File: config.mk
export PLATFORM = sky130hd
export DESIGN_NAME = lsu_top
export DESIGN_NICKNAME = d
export VERILOG_FILES = /design/src/hw/lsu_pkg.sv /design/src/hw/lsu_req_stage.sv /design/src/hw/lsu_resp_filter.sv /design/src/hw/lsu_resp_stage.sv /design/src/hw/lsu_top.sv
export SDC_FILE = /design/constraint.sdc
export NUM_CORES = 1
export LEC_CHECK = 0
export BUFFER_PORTS_ARGS = -buffer_cell sky130_fd_sc_hd__buf_4
export CORE_ASPECT_RATIO = 0.75
export CORE_MARGIN = 2
export CORE_UTILIZATION = 51
export CTS_BUF_LIST = sky130_fd_sc_hd__clkbuf_4 sky130_fd_sc_hd__clkbuf_8 sky130_fd_sc_hd__clkbuf_16
export CTS_CLUSTER_DIAMETER = 50
export DETAILED_ROUTE_END_ITERATION = 12
export PLACE_DENSITY = 0.85
export SYNTH_ARGS = -nofsm -noshare
export SYNTH_HDL_FRONTEND = slang
export SYNTH_SLANG_ARGS = --single-unit
File: constraint.sdc
create_clock -name clk -period 4.43 [get_ports clk]
set_input_delay 0.886 -clock clk [delete_from_list [all_inputs] [get_ports clk]]
set_output_delay 0.886 -clock clk [all_outputs]
set_load 0.02 [all_outputs]
File: src/hw/lsu_pkg.sv
// Shared definitions for the load/store unit
// Data, address and byte-enable types, access size enum,
// bufferable region bounds and outstanding-entry fields
`default_nettype none

package lsu_pkg;

  ////////////////////////////////////////////////////////////////////////////
  // Widths with a meaning
  ////////////////////////////////////////////////////////////////////////////

  // Byte address
  typedef logic [31:0] addr_t;
  // Bus and register data
  typedef logic [31:0] data_t;
  // One enable per byte lane
  typedef logic [3:0]  be_t;
  // Byte offset inside a word
  typedef logic [1:0]  ofs_t;

  // Access size as issued by the core
  typedef enum logic [1:0] {
    SIZE_BYTE = 2'd0,
    SIZE_HALF = 2'd1,
    SIZE_WORD = 2'd2
  } size_e;

  ////////////////////////////////////////////////////////////////////////////
  // Bufferable region, both bounds inclusive
  ////////////////////////////////////////////////////////////////////////////

  localparam addr_t BUF_BASE  = 32'h0000_8000;
  localparam addr_t BUF_LIMIT = 32'h0000_FFFF;

  // Outstanding entry, one bit each for bufferable and store
  localparam int OST_BUF   = 0;
  localparam int OST_STORE = 1;
  localparam int OST_W     = 2;

  typedef logic [OST_W-1:0] ost_t;

endpackage

`default_nettype wire

File: src/hw/lsu_req_stage.sv
// One-entry request register on the core side
// Builds word address, byte enables and lane-replicated write data
// Marks stores inside the bufferable region
`timescale 1ns/1ns
`default_nettype none

module lsu_req_stage (
  input  wire                 clk,
  input  wire                 rst_n,
  // Core request
  input  wire                 core_req_valid_i,
  output logic                core_req_ready_o,
  input  wire lsu_pkg::addr_t core_addr_i,
  input  wire                 core_we_i,
  input  wire lsu_pkg::size_e core_size_i,
  input  wire                 core_sign_i,
  input  wire lsu_pkg::data_t core_wdata_i,
  // Request towards the filter and the bus
  output logic                req_valid_o,
  input  wire                 req_ready_i,
  output lsu_pkg::addr_t      req_addr_o,
  output logic                req_we_o,
  output lsu_pkg::be_t        req_be_o,
  output lsu_pkg::data_t      req_wdata_o,
  output logic                req_bufferable_o,
  // Load attributes for the response side
  output lsu_pkg::size_e      req_size_o,
  output logic                req_sign_o,
  output lsu_pkg::ofs_t       req_ofs_o
);

  typedef enum logic {ST_EMPTY, ST_FULL} state_e;

  state_e         state_q;
  state_e         state_d;
  logic           core_acc;
  logic           down_acc;
  lsu_pkg::be_t   be_d;
  lsu_pkg::data_t wdata_d;
  logic           in_region;

  // Ready while empty, or while the held entry leaves this cycle
  assign core_req_ready_o = (state_q == ST_EMPTY) || req_ready_i;
  assign req_valid_o      = (state_q == ST_FULL);
  assign core_acc         = core_req_valid_i && core_req_ready_o;
  assign down_acc         = req_valid_o && req_ready_i;

  // Region check on the byte address
  assign in_region = (core_addr_i >= lsu_pkg::BUF_BASE) && (core_addr_i <= lsu_pkg::BUF_LIMIT);

  // Byte enables and write data lanes from size and offset
  always_comb begin
    case (core_size_i)
      lsu_pkg::SIZE_BYTE: begin
        be_d    = 4'b0001 << core_addr_i[1:0];
        wdata_d = {4{core_wdata_i[7:0]}};
      end
      lsu_pkg::SIZE_HALF: begin
        // Halfword sits in the upper or lower lane pair
        be_d    = core_addr_i[1] ? 4'b1100 : 4'b0011;
        wdata_d = {2{core_wdata_i[15:0]}};
      end
      default: begin
        be_d    = 4'b1111;
        wdata_d = core_wdata_i;
      end
    endcase
  end

  // Entry state
  always_comb begin
    state_d = state_q;
    case (state_q)
      ST_EMPTY: if (core_acc) state_d = ST_FULL;
      ST_FULL:  if (down_acc && !core_acc) state_d = ST_EMPTY;
      default:  state_d = ST_EMPTY;
    endcase
  end

  always_ff @(posedge clk or negedge rst_n) begin
    if (!rst_n) begin
      state_q <= ST_EMPTY;
    end else begin
      state_q <= state_d;
    end
  end

  // Payload, loaded on every core accept
  always_ff @(posedge clk) begin
    if (core_acc) begin
      req_addr_o       <= {core_addr_i[31:2], 2'b00};
      req_we_o         <= core_we_i;
      req_be_o         <= be_d;
      req_wdata_o      <= wdata_d;
      req_bufferable_o <= core_we_i && in_region;
      req_size_o       <= core_size_i;
      req_sign_o       <= core_sign_i;
      req_ofs_o        <= core_addr_i[1:0];
    end
  end

endmodule

`default_nettype wire

File: src/hw/lsu_resp_filter.sv
// Response filter between request stage and data bus
// Core-side and bus-side outstanding counters with DEPTH limit
// Early response for bufferable stores, bus error and protocol error
`timescale 1ns/1ns
`default_nettype none

module lsu_resp_filter #(
  parameter int unsigned DEPTH = 2
) (
  input  wire  clk,
  input  wire  rst_n,
  // Request side
  input  wire  valid_i,
  input  wire  bufferable_i,
  input  wire  store_i,
  output logic ready_o,
  // Bus request handshake
  output logic bus_valid_o,
  input  wire  bus_ready_i,
  // Bus response
  input  wire  bus_resp_valid_i,
  input  wire  bus_err_i,
  // Core response and status
  output logic resp_valid_o,
  output logic busy_o,
  output logic protocol_err_o,
  output logic err_o,
  output logic err_store_o
);

  localparam int unsigned CNT_W = $clog2(DEPTH + 1);
  localparam logic [CNT_W-1:0] DEPTH_CNT = CNT_W'(DEPTH);

  logic [CNT_W-1:0] core_cnt_q;
  logic [CNT_W-1:0] bus_cnt_q;
  logic             core_acc;
  logic             bus_acc;
  logic             has_room;
  logic             bus_oldest_buf;
  logic             core_oldest_buf;

  // Newest transfer at index 1, oldest at the count, index 0 stays zero
  lsu_pkg::ost_t [DEPTH:0] ost_q;
  lsu_pkg::ost_t [DEPTH:0] ost_d;

  // Count one up and one down, never below zero
  function automatic logic [CNT_W-1:0] next_cnt(input logic [CNT_W-1:0] cnt,
                                                input logic             up,
                                                input logic             down);
    logic [CNT_W-1:0] res;
    res = cnt;
    if (up) res = res + CNT_W'(1);
    if (down && (cnt != '0)) res = res - CNT_W'(1);
    return res;
  endfunction

  ////////////////////////////////////////////////////////////////////////////
  // Handshake gating
  ////////////////////////////////////////////////////////////////////////////

  // Both sides see the same limit, so the two accepts always coincide
  assign has_room    = (bus_cnt_q < DEPTH_CNT);
  assign ready_o     = bus_ready_i && has_room;
  assign bus_valid_o = valid_i && has_room;
  assign core_acc    = valid_i && ready_o;
  assign bus_acc     = bus_valid_o && bus_ready_i;

  assign busy_o = (bus_cnt_q != '0) || valid_i;

  ////////////////////////////////////////////////////////////////////////////
  // Outstanding shift register and counters
  ////////////////////////////////////////////////////////////////////////////

  always_comb begin
    ost_d = ost_q;
    if (bus_acc) begin
      ost_d[DEPTH:1] = ost_q[DEPTH-1:0];
      ost_d[1]       = {store_i, bufferable_i};
      ost_d[0]       = '0;
    end
  end

  always_ff @(posedge clk or negedge rst_n) begin
    if (!rst_n) begin
      core_cnt_q <= '0;
      bus_cnt_q  <= '0;
      ost_q      <= '0;
    end else begin
      core_cnt_q <= next_cnt(core_cnt_q, core_acc, resp_valid_o);
      bus_cnt_q  <= next_cnt(bus_cnt_q, bus_acc, bus_resp_valid_i);
      ost_q      <= ost_d;
    end
  end

  ////////////////////////////////////////////////////////////////////////////
  // Response selection
  ////////////////////////////////////////////////////////////////////////////

  assign bus_oldest_buf  = ost_q[bus_cnt_q][lsu_pkg::OST_BUF];
  assign core_oldest_buf = ost_q[core_cnt_q][lsu_pkg::OST_BUF];

  // Bufferable oldest on the bus: answer the core on its own bufferable head
  // Otherwise the bus response passes through
  assign resp_valid_o = bus_oldest_buf ? core_oldest_buf : bus_resp_valid_i;

  // Any bus error, typed by the transfer it belongs to
  assign err_o       = bus_resp_valid_i && bus_err_i;
  assign err_store_o = ost_q[bus_cnt_q][lsu_pkg::OST_STORE];

  // Response with nothing outstanding on the matching side
  assign protocol_err_o = (resp_valid_o && (core_cnt_q == '0)) ||
                          (bus_resp_valid_i && (bus_cnt_q == '0));

endmodule

`default_nettype wire

File: src/hw/lsu_resp_stage.sv
// Core response side of the load/store unit
// Queue of load attributes per accepted request
// Load data alignment with sign extension, sticky error status
`timescale 1ns/1ns
`default_nettype none

module lsu_resp_stage #(
  parameter int unsigned DEPTH = 2
) (
  input  wire                 clk,
  input  wire                 rst_n,
  // Attributes of the request accepted this cycle
  input  wire                 push_i,
  input  wire lsu_pkg::size_e size_i,
  input  wire                 sign_i,
  input  wire lsu_pkg::ofs_t  ofs_i,
  input  wire                 store_i,
  // Response from filter and bus
  input  wire                 resp_valid_i,
  input  wire lsu_pkg::data_t bus_rdata_i,
  input  wire                 bus_err_i,
  input  wire                 err_i,
  input  wire                 err_store_i,
  input  wire                 protocol_err_i,
  input  wire                 err_clear_i,
  // Core response
  output logic                core_resp_valid_o,
  output lsu_pkg::data_t      core_rdata_o,
  output logic                core_err_o,
  // Status
  output logic                err_valid_o,
  output logic                err_store_o,
  output logic                protocol_err_o
);

  localparam int unsigned IDX_W = (DEPTH > 1) ? $clog2(DEPTH) : 1;
  localparam int unsigned CNT_W = $clog2(DEPTH + 1);
  localparam logic [IDX_W-1:0] LAST_IDX  = IDX_W'(DEPTH - 1);
  localparam logic [CNT_W-1:0] DEPTH_CNT = CNT_W'(DEPTH);

  lsu_pkg::size_e   size_q  [DEPTH];
  logic             sign_q  [DEPTH];
  lsu_pkg::ofs_t    ofs_q   [DEPTH];
  logic             store_q [DEPTH];
  logic [IDX_W-1:0] wr_ptr_q;
  logic [IDX_W-1:0] rd_ptr_q;
  logic [CNT_W-1:0] cnt_q;
  logic             do_push;
  logic             do_pop;
  lsu_pkg::data_t   shifted;
  logic             ext;

  ////////////////////////////////////////////////////////////////////////////
  // Attribute queue, in request order
  ////////////////////////////////////////////////////////////////////////////

  assign do_push = push_i && (cnt_q != DEPTH_CNT);
  // Spurious responses leave the queue alone
  assign do_pop  = resp_valid_i && (cnt_q != '0);

  always_ff @(posedge clk or negedge rst_n) begin
    if (!rst_n) begin
      wr_ptr_q <= '0;
      rd_ptr_q <= '0;
      cnt_q    <= '0;
    end else begin
      if (do_push) wr_ptr_q <= (wr_ptr_q == LAST_IDX) ? '0 : wr_ptr_q + IDX_W'(1);
      if (do_pop)  rd_ptr_q <= (rd_ptr_q == LAST_IDX) ? '0 : rd_ptr_q + IDX_W'(1);
      cnt_q <= cnt_q + CNT_W'(do_push) - CNT_W'(do_pop);
    end
  end

  always_ff @(posedge clk) begin
    if (do_push) begin
      size_q[wr_ptr_q]  <= size_i;
      sign_q[wr_ptr_q]  <= sign_i;
      ofs_q[wr_ptr_q]   <= ofs_i;
      store_q[wr_ptr_q] <= store_i;
    end
  end

  ////////////////////////////////////////////////////////////////////////////
  // Load data alignment
  ////////////////////////////////////////////////////////////////////////////

  assign core_resp_valid_o = resp_valid_i;

  always_comb begin
    // Bring the addressed bytes down to lane 0
    shifted = bus_rdata_i >> {ofs_q[rd_ptr_q], 3'b000};
    ext     = 1'b0;
    case (size_q[rd_ptr_q])
      lsu_pkg::SIZE_BYTE: begin
        ext          = sign_q[rd_ptr_q] && shifted[7];
        core_rdata_o = {{24{ext}}, shifted[7:0]};
      end
      lsu_pkg::SIZE_HALF: begin
        ext          = sign_q[rd_ptr_q] && shifted[15];
        core_rdata_o = {{16{ext}}, shifted[15:0]};
      end
      default: core_rdata_o = shifted;
    endcase
    // Stores carry no data back
    if (store_q[rd_ptr_q]) core_rdata_o = '0;
  end

  // Error on loads only, an early store answer never carries one
  assign core_err_o = resp_valid_i && bus_err_i && !err_store_i;

  // Sticky status, a new error wins over a clear in the same cycle
  always_ff @(posedge clk or negedge rst_n) begin
    if (!rst_n) begin
      err_valid_o    <= 1'b0;
      err_store_o    <= 1'b0;
      protocol_err_o <= 1'b0;
    end else begin
      if (err_i) begin
        err_valid_o <= 1'b1;
        err_store_o <= err_store_i;
      end else if (err_clear_i) begin
        err_valid_o <= 1'b0;
        err_store_o <= 1'b0;
      end
      if (protocol_err_i) protocol_err_o <= 1'b1;
      else if (err_clear_i) protocol_err_o <= 1'b0;
    end
  end

endmodule

`default_nettype wire

File: src/hw/lsu_top.sv
// Load/store unit top level
// Request stage, response filter and response stage
`timescale 1ns/1ns
`default_nettype none

module lsu_top #(
  parameter int unsigned DEPTH = 2
) (
  input  wire                 clk,
  input  wire                 rst_n,
  // Core request and response
  input  wire                 core_req_valid_i,
  output logic                core_req_ready_o,
  input  wire lsu_pkg::addr_t core_addr_i,
  input  wire                 core_we_i,
  input  wire lsu_pkg::size_e core_size_i,
  input  wire                 core_sign_i,
  input  wire lsu_pkg::data_t core_wdata_i,
  output logic                core_resp_valid_o,
  output lsu_pkg::data_t      core_rdata_o,
  output logic                core_err_o,
  // Data bus
  output logic                bus_req_valid_o,
  input  wire                 bus_req_ready_i,
  output lsu_pkg::addr_t      bus_addr_o,
  output logic                bus_we_o,
  output lsu_pkg::be_t        bus_be_o,
  output lsu_pkg::data_t      bus_wdata_o,
  input  wire                 bus_resp_valid_i,
  input  wire lsu_pkg::data_t bus_rdata_i,
  input  wire                 bus_err_i,
  // Status
  output logic                busy_o,
  output logic                err_valid_o,
  output logic                err_store_o,
  output logic                protocol_err_o,
  input  wire                 err_clear_i
);

  wire                 req_valid;
  wire                 req_ready;
  wire                 req_we;
  wire                 req_bufferable;
  wire lsu_pkg::size_e req_size;
  wire                 req_sign;
  wire lsu_pkg::ofs_t  req_ofs;
  wire                 resp_valid;
  wire                 filt_err;
  wire                 filt_err_store;
  wire                 filt_proto_err;
  // Core-side accept of the filter, pushes the load attributes
  wire                 req_accept = req_valid && req_ready;

  assign bus_we_o = req_we;

  lsu_req_stage u_req_stage (
    .clk(clk), .rst_n(rst_n),
    .core_req_valid_i(core_req_valid_i), .core_req_ready_o(core_req_ready_o),
    .core_addr_i(core_addr_i), .core_we_i(core_we_i), .core_size_i(core_size_i),
    .core_sign_i(core_sign_i), .core_wdata_i(core_wdata_i),
    .req_valid_o(req_valid), .req_ready_i(req_ready),
    .req_addr_o(bus_addr_o), .req_we_o(req_we), .req_be_o(bus_be_o),
    .req_wdata_o(bus_wdata_o), .req_bufferable_o(req_bufferable),
    .req_size_o(req_size), .req_sign_o(req_sign), .req_ofs_o(req_ofs)
  );

  lsu_resp_filter #(.DEPTH(DEPTH)) u_resp_filter (
    .clk(clk), .rst_n(rst_n),
    .valid_i(req_valid), .bufferable_i(req_bufferable), .store_i(req_we),
    .ready_o(req_ready), .bus_valid_o(bus_req_valid_o), .bus_ready_i(bus_req_ready_i),
    .bus_resp_valid_i(bus_resp_valid_i), .bus_err_i(bus_err_i),
    .resp_valid_o(resp_valid), .busy_o(busy_o), .protocol_err_o(filt_proto_err),
    .err_o(filt_err), .err_store_o(filt_err_store)
  );

  lsu_resp_stage #(.DEPTH(DEPTH)) u_resp_stage (
    .clk(clk), .rst_n(rst_n),
    .push_i(req_accept), .size_i(req_size), .sign_i(req_sign), .ofs_i(req_ofs),
    .store_i(req_we), .resp_valid_i(resp_valid), .bus_rdata_i(bus_rdata_i),
    .bus_err_i(bus_err_i), .err_i(filt_err), .err_store_i(filt_err_store),
    .protocol_err_i(filt_proto_err), .err_clear_i(err_clear_i),
    .core_resp_valid_o(core_resp_valid_o), .core_rdata_o(core_rdata_o),
    .core_err_o(core_err_o), .err_valid_o(err_valid_o), .err_store_o(err_store_o),
    .protocol_err_o(protocol_err_o)
  );

endmodule

`default_nettype wire

Word level (Yosys, flattened, before mapping)
Memory sizes are Yosys's and may differ from the RTL's.
Cells that the tools add are included.
- add/sub/neg operators: 8
- $mul: 0
- divide/modulo/power cells: 0
- order comparisons: 5
- eq/ne operators: 3
- shift-type cells: 2
- muxes and demuxes: 25
- bitwise gates (word level): 1
- reduce and logical (&&, ||, !) cells: 33
- operator list (operator ; number):
    32-bit one-hot mux with 2 select lines ; 2
    32-bit by 16-bit greater-or-equal comparator with 1-bit output, second input constant ; 1
    32-bit by 16-bit <= comparator with 1-bit output, second input constant ; 1
    32-bit 2-to-1 mux ; 1
    32-bit by 5-bit right shift with 32-bit output ; 1
    1-bit logical AND ; 19
    1-bit 2-to-1 mux ; 12
    2-bit 2-to-1 mux ; 5
    2-bit nonzero test ; 5
    2-bit binary-select mux with 2-bit select ; 2
    2-bit logical NOT ; 4
    4-bit one-hot mux with 2 select lines ; 1
    2-bit by 3-bit less-than comparator with 1-bit output, second input constant ; 2
    2-bit by 1-bit adder with 2-bit output, second input constant ; 2
    2-bit by 1-bit equality test with 1-bit output, second input constant ; 2
    4-bit 2-to-1 mux ; 1
    1-bit by 2-bit << shifter with 4-bit output, first input constant ; 1
    2-bit by 1-bit subtractor with 2-bit output, second input constant ; 2
    1-bit logical OR ; 3
    1-bit adder, second input constant ; 2
    2-bit by 1-bit adder with 2-bit output ; 1
    1-bit logical NOT ; 2
    2-bit less-than comparator, second input constant ; 1
    2-bit != test, second input constant ; 1
    3 further kinds ; 3
- register bits after elaboration: 89
- latch bits: 0
- bits in writable memories: 12
- bits in read-only memories: 0
- input port bits: 107
- output and inout port bits: 109
- logic and storage cells: 100
- memories: 4
- memories (memory ; words ; width ; rd ports ; clocked after memory_dff ; write ports ; RTL line ; source):
    u_resp_stage.ofs_q ; 2 ; 2 ; 1 ; 0 ; 1 ; lsu_resp_stage.sv:43 ; lsu_pkg::ofs_t ofs_q [DEPTH];
    u_resp_stage.size_q ; 2 ; 2 ; 1 ; 0 ; 1 ; lsu_resp_stage.sv:41 ; lsu_pkg::size_e size_q [DEPTH];
    u_resp_stage.sign_q ; 2 ; 1 ; 1 ; 0 ; 1 ; lsu_resp_stage.sv:42 ; logic sign_q [DEPTH];
    u_resp_stage.store_q ; 2 ; 1 ; 1 ; 0 ; 1 ; lsu_resp_stage.sv:44 ; logic store_q [DEPTH];

Depth between registers and ports, before layout
Gate-level depths: netlist of run 1.
- depth after elaboration: 8
- depth in mapped cells: 10
- gate-level depth less buffers: 9

Cells and area by module
From an unflattened synthesis of run 1, not the netlist that was laid out.
- cells, all modules: 370
- area total of the unflattened synthesis: 5013.6 um2
- by module, submodules not included (module ; instances ; cells an instance ; area an instance (um2) ; seq. area each (um2)):
    lsu_req_stage ; 1 ; 139 ; 2737.6 ; 2217.1
    lsu_resp_stage ; 1 ; 177 ; 1712.9 ; 535.5
    lsu_resp_filter ; 1 ; 53 ; 556.8 ; 200.2
    lsu_top ; 1 ; 1 ; 6.3 ; 0.0

Worst setup path after synthesis of run 1
Ideal clock, no wire load.
- path type: input to register
- start point: input bus_req_ready_i
- end point: register u_req_stage.req_addr_o[10], enable pin
- data arrival time: 3299 ps
- required time: 3991 ps
- setup slack: 692 ps
- stages on the path: 3
- buffers on the path: 0
- cells stage by stage: inv_1 o21ai_0 and2_1
- cells in the longest elaborated chain, start to end: 3
- ends and longest elaborated chain (item ; RTL line ; source):
    start: declaration ; lsu_top.sv:24 ; input wire bus_req_ready_i,
    1-bit logical AND ; lsu_resp_filter.sv:63 ; assign ready_o = bus_ready_i && has_room;
    1-bit logical OR ; lsu_req_stage.sv:43 ; assign core_req_ready_o = (state_q == ST_EMPTY) || req_ready_i;
    net core_req_ready_o ; lsu_top.sv:13 ; output logic core_req_ready_o,
    1-bit logical AND ; lsu_req_stage.sv:45 ; assign core_acc = core_req_valid_i && core_req_ready_o;
    net u_req_stage.core_acc ; lsu_req_stage.sv:36 ; logic core_acc;
    end signal: assignment ; lsu_req_stage.sv:91 ; req_addr_o <= {core_addr_i[31:2], 2'b00};
    end: declaration ; lsu_req_stage.sv:21 ; output lsu_pkg::addr_t req_addr_o,
The timed path passes the listed nets, and every way through them passes these cells.
A chain may end at the register's enable or synchronous reset.

Final worst setup path of run 1
- start point: register u_resp_stage.rd_ptr_q
- end point: output core_rdata_o[29]
- cells in the longest elaborated chain, start to end: 5
- ends and longest elaborated chain (item ; RTL line ; source):
    start: declaration ; lsu_resp_stage.sv:46 ; logic [IDX_W-1:0] rd_ptr_q;
    start signal: assignment ; lsu_resp_stage.sv:68 ; if (do_pop) rd_ptr_q <= (rd_ptr_q == LAST_IDX) ? '0 : rd_ptr_q + IDX_W'(1);
    memory 2 x 2 bit ; n/a ;
    32-bit by 5-bit right shift with 32-bit output ; lsu_resp_stage.sv:90 ; shifted = bus_rdata_i >> {ofs_q[rd_ptr_q], 3'b000};
    1-bit logical AND (on tied branches) ; lsu_resp_stage.sv:98, lsu_resp_stage.sv:94 ;
    32-bit one-hot mux with 2 select lines ; lsu_resp_stage.sv:92 ; case (size_q[rd_ptr_q])
    32-bit 2-to-1 mux (*) ; lsu_resp_stage.sv:104 ; if (store_q[rd_ptr_q]) core_rdata_o = '0;
    end: declaration ; lsu_top.sv:20 ; output lsu_pkg::data_t core_rdata_o,
Mark *: on every way between the ends. The rest lies on a longest branch, timed or not.

==> impl_metrics.yaml, run 1 <==
outcome:
  status: "complete, no violations"
critical_path:
  crit_chain: "mux2i_4 > buf_4 > nand2_1 > a221oi_2 > a311oi_4 > buf_4 > nor3_2 > buf_4"
  start_kind: "flip-flop"
  critPathMostFrequentCell: "buf_4"
  arrival_ps: 3030
  end_kind: "output pin"
  timing_worst_setup_path_type: "reg2out"
  max_stage_delay_ps: 750
  critPathSlowestCell: "dfrtp_1"
  crit_fanout: 25
  required_ps: 3540
timing:
  fmax_mhz: 255
  hold_violations: 0
  period_needed_ps: 3920
  final_max_slew_viol_count: 0
  min_period_over_period: 0.885
  rsz0062_at_grt: "false"
  relSlewSlack: 0.473
  fin_worst_skew_ps: 9.92
  setup_slack_ps: 509
  setup_violations: 0
  tightest_slew_ps: 788
  finalSetupTns_ps: 0
synth:
  synth_mux_area_frac: 0.128
  syn_area_per_cell_um2: 13.0
  synthXorXnorAreaFrac: 0.0179
  synth_top_area_cell: "edfxtp_1"
  postSynth.asyncResetShare: 0.158
  yosysMostFrequentCell: "edfxtp_1"
  synthFlopType: "edfxtp_1"
  yosysWarnings: 0
  synth_compound_area_frac: 0.103
  netlist_instances: 378
  synth_edf_count: 85
  synthSimpleGateAreaFrac: 0.106
  synth.distinct_cells: 44
  synth-adder-area-share: 0.0102
  synthTopCellsByArea: "edfxtp_1 52%, dfrtp_1 8.2%, mux2_2 7.1%"
  synth_top_family_by_area: "multiplexers"
  yosysTopAreaCellShare: 0.521
  synthTopCellsByCount: "85 x edfxtp_1, 31 x mux2_2, 28 x a21oi_1, 24 x mux2i_1, 22 x nor2_1"
  ys_ff_latch: 101
  netlist_area_um2: 4900
  yosysSeqAreaShare: 0.603
global_route:
  grt_pass1_vias: 3775
  track_usage: 0.242
  overflow: 0
  grt_pass1_wl_um: 18800
  antenna_found_initial: 0
  grt_max_degree: 33
die:
  start_util: 0.532
  fp.dieW_um: 117
  coreArea_um2: 9200
  num_rows: 30
  fp.dieH_um: 88.9
  io_pins: 216
  dieArea_um2: 10400
clocking:
  post_cts_resized: 0
  cts_tree: "done"
  cts_sinks: 101
  clkLatencyLatePin_ps: 340
  ctsLongestPathBuffers: 2
  cts-root-buf: "clkbuf_16"
  cts_made_buffers: 9
  holdBufCountCts: 0
  ctsHtreeMaxLevel: 3
  path_clk_slew_ps: 70
  cts_setup_buffers: 0
pwr:
  finalPower_mw: 3.84
  p_leak_nw: 2.94
  irDropWorstVdd_v: 0.000316
  p_per_area_nw_per_um2: 554
detailed_routing:
  wl_per_cell_um: 17.3
  wl_um: 12400
  ant_nets: 0
  drtPass1Iterations: 4
  vias: 3806
  drt_iter0_drc: 256
  drcViolationCount: 0
  via_per_inst: 5.28
finish:
  area_delta_synth_final_pct: 41.3
  drive_above_1_share: 0.477
  nNetsFinal: 699
  num_antenna_cells: 0
placement:
  portBuffers: 213
  post-dp-hpwl_um: 9530
  gp_congestion: 0.885
  place_ws_ps: 877
job:
  drv_cap: 0
hold_path:
  min_path_type: "in2async"
-- metal layers --
metal | GRT usage | vias up | share of wire
met5 | 0 | - | 0
met2 | 0.432 | 144 | 0.52
met4 | 0.0610 | 0 | 0.0096
met3 | 0.102 | 12 | 0.096
met1 | 0.269 | 1816 | 0.38
li1 | - | 1834 | -
-- worst max-delay path: cells and delay by family (launching register included) --
family,cells,cell delay [ps]
buf+inv,3,770
mux,1,350
compound gates,2,470
simple gates,2,340
flops,1,750
-- kinds of logic (layout without fill, tap and decap cells) --
family / after synthesis / in the layout
XOR/XNOR: 10 / 10
AND/OR/NAND/NOR: 95 / 95
AO/OA/AOI/OAI: 76 / 76
adder cells (fa/ha/maj): 4 / 4
multiplexers: 57 / 57
other: 1 / 2
flip-flops: 101 / 101
buffers and inverters: 34 / 248
-- metrics by stage --
step	utilization	hold slack [ps]	area [µm²]	cells
floorplan	-	421	4900	379
global placement	0.718	424	6600	705
detailed placement	0.718	436	6600	705
CTS	0.752	384	6920	721
global route	0.752	397	6920	721
finish	0.752	391	6920	721
-- registers in the layout (all words and copies together) (netlist names), 2 cells and up --
register,cells
u_req_stage.req_wdata_o,32
u_req_stage.req_addr_o,30
u_req_stage.req_be_o,4
u_resp_filter.ost_q,4
u_resp_stage.ofs_q,4
u_resp_stage.size_q,4
u_req_stage.req_ofs_o,2
u_req_stage.req_size_o,2
u_resp_filter.bus_cnt_q,2
u_resp_filter.core_cnt_q,2
u_resp_stage.cnt_q,2
u_resp_stage.sign_q,2
u_resp_stage.store_q,2
-- placed cells by master (no fill, tap or decap), types with 8 or more instances in the layout --
master | synthesis | routed
nor3_2 | 10 | 10
nor2_1 | 22 | 22
clkbuf_16 | 0 | 9
nor3_1 | 8 | 8
dfrtp_1 | 16 | 16
buf_4 | 4 | 219
o21ai_0 | 16 | 16
edfxtp_1 | 85 | 85
nand2_1 | 20 | 20
mux2i_1 | 24 | 24
mux2_2 | 31 | 31
inv_1 | 13 | 13
a21oi_1 | 28 | 28
a211oi_1 | 8 | 8
-- area by class of cell --
class	count	area, µm²
clock buffer	9	225
clock inverter	7	91.3
fill	631	2280
inverter	13	48.8
multi-input combinational	244	1800
sequential	101	2950
tap	128	160
timing repair buffer	219	1640
-- final timing paths --
path,startpoint,endpoint,slack (ps),cells past startpoint
worst max-delay path,u_resp_stage.rd_ptr_q,core_rdata_o[29],510,8
min in group clk,u_req_stage.req_size_o[1],u_resp_stage.size_q[0][1],450,0
worst max register to register,u_resp_filter.bus_cnt_q[1],u_resp_stage.cnt_q[1],2070,9
worst min-delay path,rst_n,u_resp_filter.bus_cnt_q[1],390,1
max in group asynchronous,rst_n,u_resp_stage.cnt_q[0],3850,1
worst min register to register,u_req_stage.req_size_o[1],u_resp_stage.size_q[0][1],450,0
-- power breakdown --
part / leakage [nW] / switching [mW] / internal (mW)
logic: 1.81 / 0.940 / 0.716
clock network: 0.152 / 0.364 / 0.453
registers: 0.971 / 0.127 / 1.23
total: 2.94 / 1.43 / 2.40
(Power assumes the default switching activity.)
==> run 2, diff against run 1 <==
--- a/config.mk
+++ b/config.mk
@@ -5,14 +5,14 @@
 export SDC_FILE = /design/constraint.sdc
 export NUM_CORES = 1
 export LEC_CHECK = 0
+export ABC_AREA = 1
 export BUFFER_PORTS_ARGS = -buffer_cell sky130_fd_sc_hd__buf_4
 export CORE_ASPECT_RATIO = 0.75
-export CORE_MARGIN = 2
-export CORE_UTILIZATION = 51
+export CORE_UTILIZATION = 48
 export CTS_BUF_LIST = sky130_fd_sc_hd__clkbuf_4 sky130_fd_sc_hd__clkbuf_8 sky130_fd_sc_hd__clkbuf_16
 export CTS_CLUSTER_DIAMETER = 50
 export DETAILED_ROUTE_END_ITERATION = 12
-export PLACE_DENSITY = 0.85
+export PLACE_DENSITY = 0.81
 export SYNTH_ARGS = -nofsm -noshare
 export SYNTH_HDL_FRONTEND = slang
 export SYNTH_SLANG_ARGS = --single-unit
==> constraint.sdc (replaced) <==
create_clock -name clk -period 4.5 [get_ports clk]
set_input_delay 0.9 -clock clk [delete_from_list [all_inputs] [get_ports clk]]
set_output_delay 0.9 -clock clk [all_outputs]
set_load 0.02 [all_outputs]
==> run 2 against run 1 <==
Utilization is 5.0 points lower; worst setup slack better by 150 ps; sequential share of layout area is 0.17 points higher; clock power is 10% lower; non-clock buffer count is 4 lower; sequential power is 4% lower; highest routed layer unchanged; hold slack better by 19 ps; synthesized area is 0.59% higher.
==> impl_metrics.yaml, run 2 <==
finish:
  nNetsFinal: 828
  drive_above_1_share: 0.374
  top_register: "u_req_stage.req_wdata_o"
  top_regs: "u_req_stage.req_wdata_o x32, u_req_stage.req_addr_o x30"
  final_cell_mix: "215 x buf_4, 158 x nand2_1, 85 x edfxtp_1, 45 x nand3_1, 42 x inv_1"
  area_delta_synth_final_pct: 39.9
  final_common_cell: "buf_4"
  final_cells: 853
  largest_reg_flops: 32
  num_antenna_cells: 0
  fillers: 740
die:
  io_pins: 216
  num_rows: 31
  fp.dieH_um: 89.7
  start_util: 0.502
  coreArea_um2: 9810
  fp.dieW_um: 119
  dieArea_um2: 10700
synth:
  synthTopCellsByArea: "edfxtp_1 52%, nand2_1 12%, dfrtp_1 8.1%"
  postSynth.asyncResetShare: 0.158
  syn_area_per_cell_um2: 9.64
  synth.distinct_cells: 32
  synth_top_area_cell: "edfxtp_1"
  yosysMostFrequentCell: "nand2_1"
  synthTopCellsByCount: "158 x nand2_1, 85 x edfxtp_1, 45 x nand3_1, 42 x inv_1, 33 x a21oi_1"
  yosysWarnings: 0
  synth_edf_count: 85
  ys_ff_latch: 101
  yosysSeqAreaShare: 0.600
  synthFlopType: "edfxtp_1"
  netlist_instances: 511
  netlist_area_um2: 4920
  yosysTopAreaCellShare: 0.518
pwr:
  irDropWorstVdd_v: 0.000341
  p_per_area_nw_per_um2: 584
  p_leak_nw: 3.24
clocking:
  ctsLongestPathBuffers: 2
  cts_sinks: 101
  post_cts_resized: 0
  cts_made_buffers: 9
  cts_tree: "done"
  holdBufCountCts: 0
  cts_setup_buffers: 0
  clkLatencyLatePin_ps: 340
  ctsHtreeMaxLevel: 3
  cts-root-buf: "clkbuf_16"
  path_clk_slew_ps: 70
critical_path:
  end_kind: "output pin"
  arrival_ps: 2940
  crit_buf_inv: 2
  timing_worst_setup_path_type: "reg2out"
  crit_chain: "o21ai_2 > nand3_1 > nand3_4 > nand3_4 > nand2_1 > inv_1 > buf_4"
  critPathSlowestCell: "o21ai_2"
  critPathMostFrequentCell: "nand3_4"
  crit_fanout: 32
  start_kind: "flip-flop"
  required_ps: 3600
  max_stage_delay_ps: 980
  cp_top_family: "compound AO/OA/AOI/OAI gates"
placement:
  portBuffers: 213
  gp_congestion: 0.908
  place_ws_ps: 1060
  post-dp-hpwl_um: 10000
  placedCellCount: 838
detailed_routing:
  vias: 4386
  wl_per_cell_um: 15.8
  drtPass1Iterations: 5
  via_per_inst: 5.14
  drt_iter0_drc: 310
  wl_um: 13500
  drcViolationCount: 0
  ant_nets: 0
hold_path:
  min_path_type: "in2async"
timing:
  hold_violations: 0
  period_needed_ps: 3840
  hold_ws_ps: 410
  min_period_over_period: 0.854
  fin_worst_skew_ps: 12.4
  final_max_slew_viol_count: 0
  rsz0062_at_grt: "false"
  fmax_mhz: 260
  relSlewSlack: 0.210
  setup_slack_ps: 658
  setup_violations: 0
  tightest_slew_ps: 1180
  finalSetupTns_ps: 0
global_route:
  overflow: 0
  grt_pass1_vias: 4459
  track_usage: 0.256
  grt_max_degree: 38
  grt_pass1_wl_um: 21400
  antenna_found_initial: 0
outcome:
  status: "complete, no violations"
job:
  drv_cap: 0
-- run 2: changes by cell type after synthesis, sizes merged, moves of 7 or more --
| cell | before | now |
|---|---|---|
| nand2 | 20 | 175 |
| o211ai | 0 | 7 |
| mux2i | 26 | 0 |
| inv | 13 | 53 |
| nor3 | 18 | 1 |
| nand2b | 7 | 0 |
| nand3 | 5 | 49 |
| mux2 | 31 | 4 |
| nor2 | 22 | 30 |
| o2bb2ai | 7 | 0 |
-- run 2: kinds of logic after synthesis --
kind of cell	synth area share
and+or+nand+nor	0.229
AOI/OAI and AO/OA	0.0742
buffers and inverters	0.0633
xor gates and xnor gates	0.0142
muxes	0.00915
adders and majority gates	0.0102
other	0.000761
DFF	0.600
-- run 2: final timing paths --
| kind | from | end | slack (ps) | cells past startpoint |
|---|---|---|---|---|
| min in group clk | u_req_stage.req_size_o[1] | u_resp_stage.size_q[1][1] | 460 | 0 |
| min | rst_n | u_resp_stage.protocol_err_o | 410 | 1 |
| min reg2reg | u_req_stage.req_size_o[1] | u_resp_stage.size_q[1][1] | 460 | 0 |
| max in group asynchronous | rst_n | u_resp_stage.cnt_q[0] | 3900 | 1 |
| max | u_resp_stage.rd_ptr_q | core_rdata_o[18] | 660 | 7 |
| max reg2reg | u_resp_filter.bus_cnt_q[1] | u_req_stage.req_addr_o[29] | 2220 | 4 |
-- run 2: layout make-up --
type / count / area, µm² / area share
multi-input combinational: 337 / 1680 / 0.243
sequential: 101 / 2950 / 0.429
clock inverter: 6 / 58.8 / 0.00853
inverter: 53 / 199 / 0.0289
clock buffer: 9 / 225 / 0.0327
tap: 132 / 165 / 0.0240
timing repair buffer: 215 / 1610 / 0.234
-- run 2: per-stage QoR --
| stage | power, mW | utilization | cell area (µm²) |
|---|---|---|---|
| finish | 4.03 | 0.702 | 6890 |
| global route | 4.27 | 0.702 | 6890 |
| CTS | 4.04 | 0.702 | 6890 |
| detailed placement | 3.30 | 0.673 | 6610 |
| global placement | 3.23 | 0.673 | 6610 |
| floorplan | 2.65 | - | 4930 |
-- run 2: worst register-to-register path, stage by stage, from the launching register on --
cell	delay (ps)
dfrtp_1	420
inv_1	140
nand2_1	120
a21oi_4	780
buf_4	480
-- run 2: power by group --
part / total, mW / switching [mW] / internal, mW / leakage [nW]
combinational: 1.99 / 1.24 / 0.743 / 2.13
clock: 0.732 / 0.349 / 0.383 / 0.135
sequential: 1.31 / 0.0915 / 1.22 / 0.972
-- run 2: layer usage --
layer,up-vias,GRT usage,share of wire,wire (µm)
met5,-,0,0,0
met4,0,0.0738,0.020,265
met3,26,0.102,0.093,1250
met2,191,0.459,0.52,6980
met1,2057,0.277,0.37,5000
li1,2112,-,-,-
==> run 3, diff against run 2 <==
--- a/config.mk
+++ b/config.mk
@@ -8,11 +8,11 @@
 export ABC_AREA = 1
 export BUFFER_PORTS_ARGS = -buffer_cell sky130_fd_sc_hd__buf_4
 export CORE_ASPECT_RATIO = 0.75
-export CORE_UTILIZATION = 48
-export CTS_BUF_LIST = sky130_fd_sc_hd__clkbuf_4 sky130_fd_sc_hd__clkbuf_8 sky130_fd_sc_hd__clkbuf_16
+export CORE_UTILIZATION = 49
+export CTS_BUF_LIST = sky130_fd_sc_hd__clkbuf_8
 export CTS_CLUSTER_DIAMETER = 50
 export DETAILED_ROUTE_END_ITERATION = 12
-export PLACE_DENSITY = 0.81
+export PLACE_DENSITY = 0.82
 export SYNTH_ARGS = -nofsm -noshare
 export SYNTH_HDL_FRONTEND = slang
 export SYNTH_SLANG_ARGS = --single-unit
==> run 3 against run 2 <==
Non-clock buffer count down 1; first-iteration DRC count is 4.2% higher; register-to-register slack improved by 330 ps; sequential power hardly changed; hold slack lost 26 ps; clock-buffer cell count stayed put.
==> impl_metrics.yaml, run 3 (synthesis gave the netlist of run 2 again) <==
outcome:
  status: "complete, no violations"
placement:
  post-dp-hpwl_um: 9580
  place_ws_ps: 1100
  gp_congestion: 0.903
  portBuffers: 213
  placedCellCount: 837
timing:
  setup_slack_ps: 656
  rsz0062_at_grt: "false"
  final_max_slew_viol_count: 0
  min_period_over_period: 0.854
  fmax_mhz: 260
  hold_ws_ps: 384
  fin_worst_skew_ps: 15.8
  finalSetupTns_ps: 0
  setup_violations: 0
  period_needed_ps: 3840
  tightest_slew_ps: 1180
  hold_violations: 0
  relSlewSlack: 0.215
die:
  num_rows: 31
  fp.dieH_um: 88.8
  fp.dieW_um: 118
  dieArea_um2: 10500
  start_util: 0.508
  coreArea_um2: 9700
  io_pins: 216
clocking:
  path_clk_slew_ps: 100
  cts-root-buf: "clkbuf_8"
  ctsHtreeMaxLevel: 3
  clkLatencyLatePin_ps: 360
  cts_setup_buffers: 0
  post_cts_resized: 0
  cts_tree: "done"
  ctsLongestPathBuffers: 2
  cts_made_buffers: 9
  holdBufCountCts: 0
  cts_sinks: 101
global_route:
  antenna_found_initial: 0
  busiest_layer: "met2"
  gr-usage-met3: 0.0966
  use_met1: 0.264
  met2_usage: 0.442
  grt_pass1_wl_um: 19600
  grt_pass1_vias: 4129
  overflow: 0
  track_usage: 0.243
  grt_max_degree: 74
critical_path:
  crit_fanout: 32
  reg2reg_setup_slack_ps: 2550
  end_kind: "output pin"
  timing_worst_setup_path_type: "reg2out"
  required_ps: 3600
  arrival_ps: 2940
  start_kind: "flip-flop"
finish:
  largest_reg_flops: 32
  top_regs: "u_req_stage.req_wdata_o x32, u_req_stage.req_addr_o x30"
  top_register: "u_req_stage.req_wdata_o"
  num_antenna_cells: 0
  nNetsFinal: 827
  drive_above_1_share: 0.373
  regArea_um2: 2950
  final_cells: 853
  area_delta_synth_final_pct: 37.8
  fillers: 770
  final_common_cell: "buf_4"
  final_cell_mix: "214 x buf_4, 158 x nand2_1, 85 x edfxtp_1, 45 x nand3_1, 42 x inv_1"
  multi_input_comb_area_um2: 1680
detailed_routing:
  vias: 4386
  drt_iter0_drc: 323
  drtPass1Iterations: 5
  via_per_inst: 5.14
  ant_nets: 0
  wl_per_cell_um: 14.9
  drcViolationCount: 0
  wl_um: 12700
pwr:
  p_per_area_nw_per_um2: 562
  irDropWorstVdd_v: 0.000279
  p_leak_nw: 3.19
hold_path:
  min_path_type: "in2async"
job:
  drv_cap: 0
-- run 3: path summary, 6_finish.rpt --
path / start / end / cells after the start
min reg2reg: u_req_stage.req_sign_o / u_resp_stage.sign_q[1] / 0
max reg2reg: u_resp_filter.bus_cnt_q[0] / u_resp_stage.cnt_q[1] / 12
max in group asynchronous: rst_n / u_resp_stage.cnt_q[1] / 1
min in group clk: u_req_stage.req_sign_o / u_resp_stage.sign_q[1] / 0
min: rst_n / u_resp_stage.err_store_o / 1
max: u_resp_stage.rd_ptr_q / core_rdata_o[18] / 7
-- run 3: routing by layer --
layer | up-vias | routed length, µm
met5 | - | 0
met1 | 2048 | 4670
met3 | 21 | 1240
li1 | 2102 | -
met4 | 0 | 197
met2 | 215 | 6610
-- run 3: layout make-up --
| type | count | area share |
|---|---|---|
| multi-input combinational | 337 | 0.247 |
| inverter | 53 | 0.0293 |
| sequential | 101 | 0.435 |
| timing repair buffer | 214 | 0.237 |
| tap | 132 | 0.0243 |
| clock inverter | 7 | 0.00922 |
| clock buffer | 9 | 0.0183 |
-- run 3: per-stage QoR --
| stage | power (mW) | instance area (µm²) | util |
|---|---|---|---|
| after floorplan | 2.65 | 4930 | - |
| final | 3.82 | 6790 | 0.700 |
| after global routing | 4.06 | 6790 | 0.700 |
| after CTS | 3.83 | 6790 | 0.700 |
| after detailed placement | 3.29 | 6600 | 0.681 |
| after global placement | 3.23 | 6600 | 0.681 |
-- run 3: power breakdown --
| part | leakage, nW | total [mW] | internal [mW] | switching, mW |
|---|---|---|---|---|
| Sequential | 0.972 | 1.31 | 1.22 | 0.0897 |
| Combinational | 2.13 | 1.97 | 0.741 | 1.23 |
| Clock | 0.0955 | 0.537 | 0.210 | 0.327 |
| Total | 3.19 | 3.82 | 2.17 | 1.65 |
-- run 3: critical path, stage by stage, from the launching register on --
cell	delay (ps)
dfrtp_1	530
o21ai_2	980
nand3_1	300
nand3_4	230
nand3_4	230
nand2_1	120
inv_1	50
buf_4	150
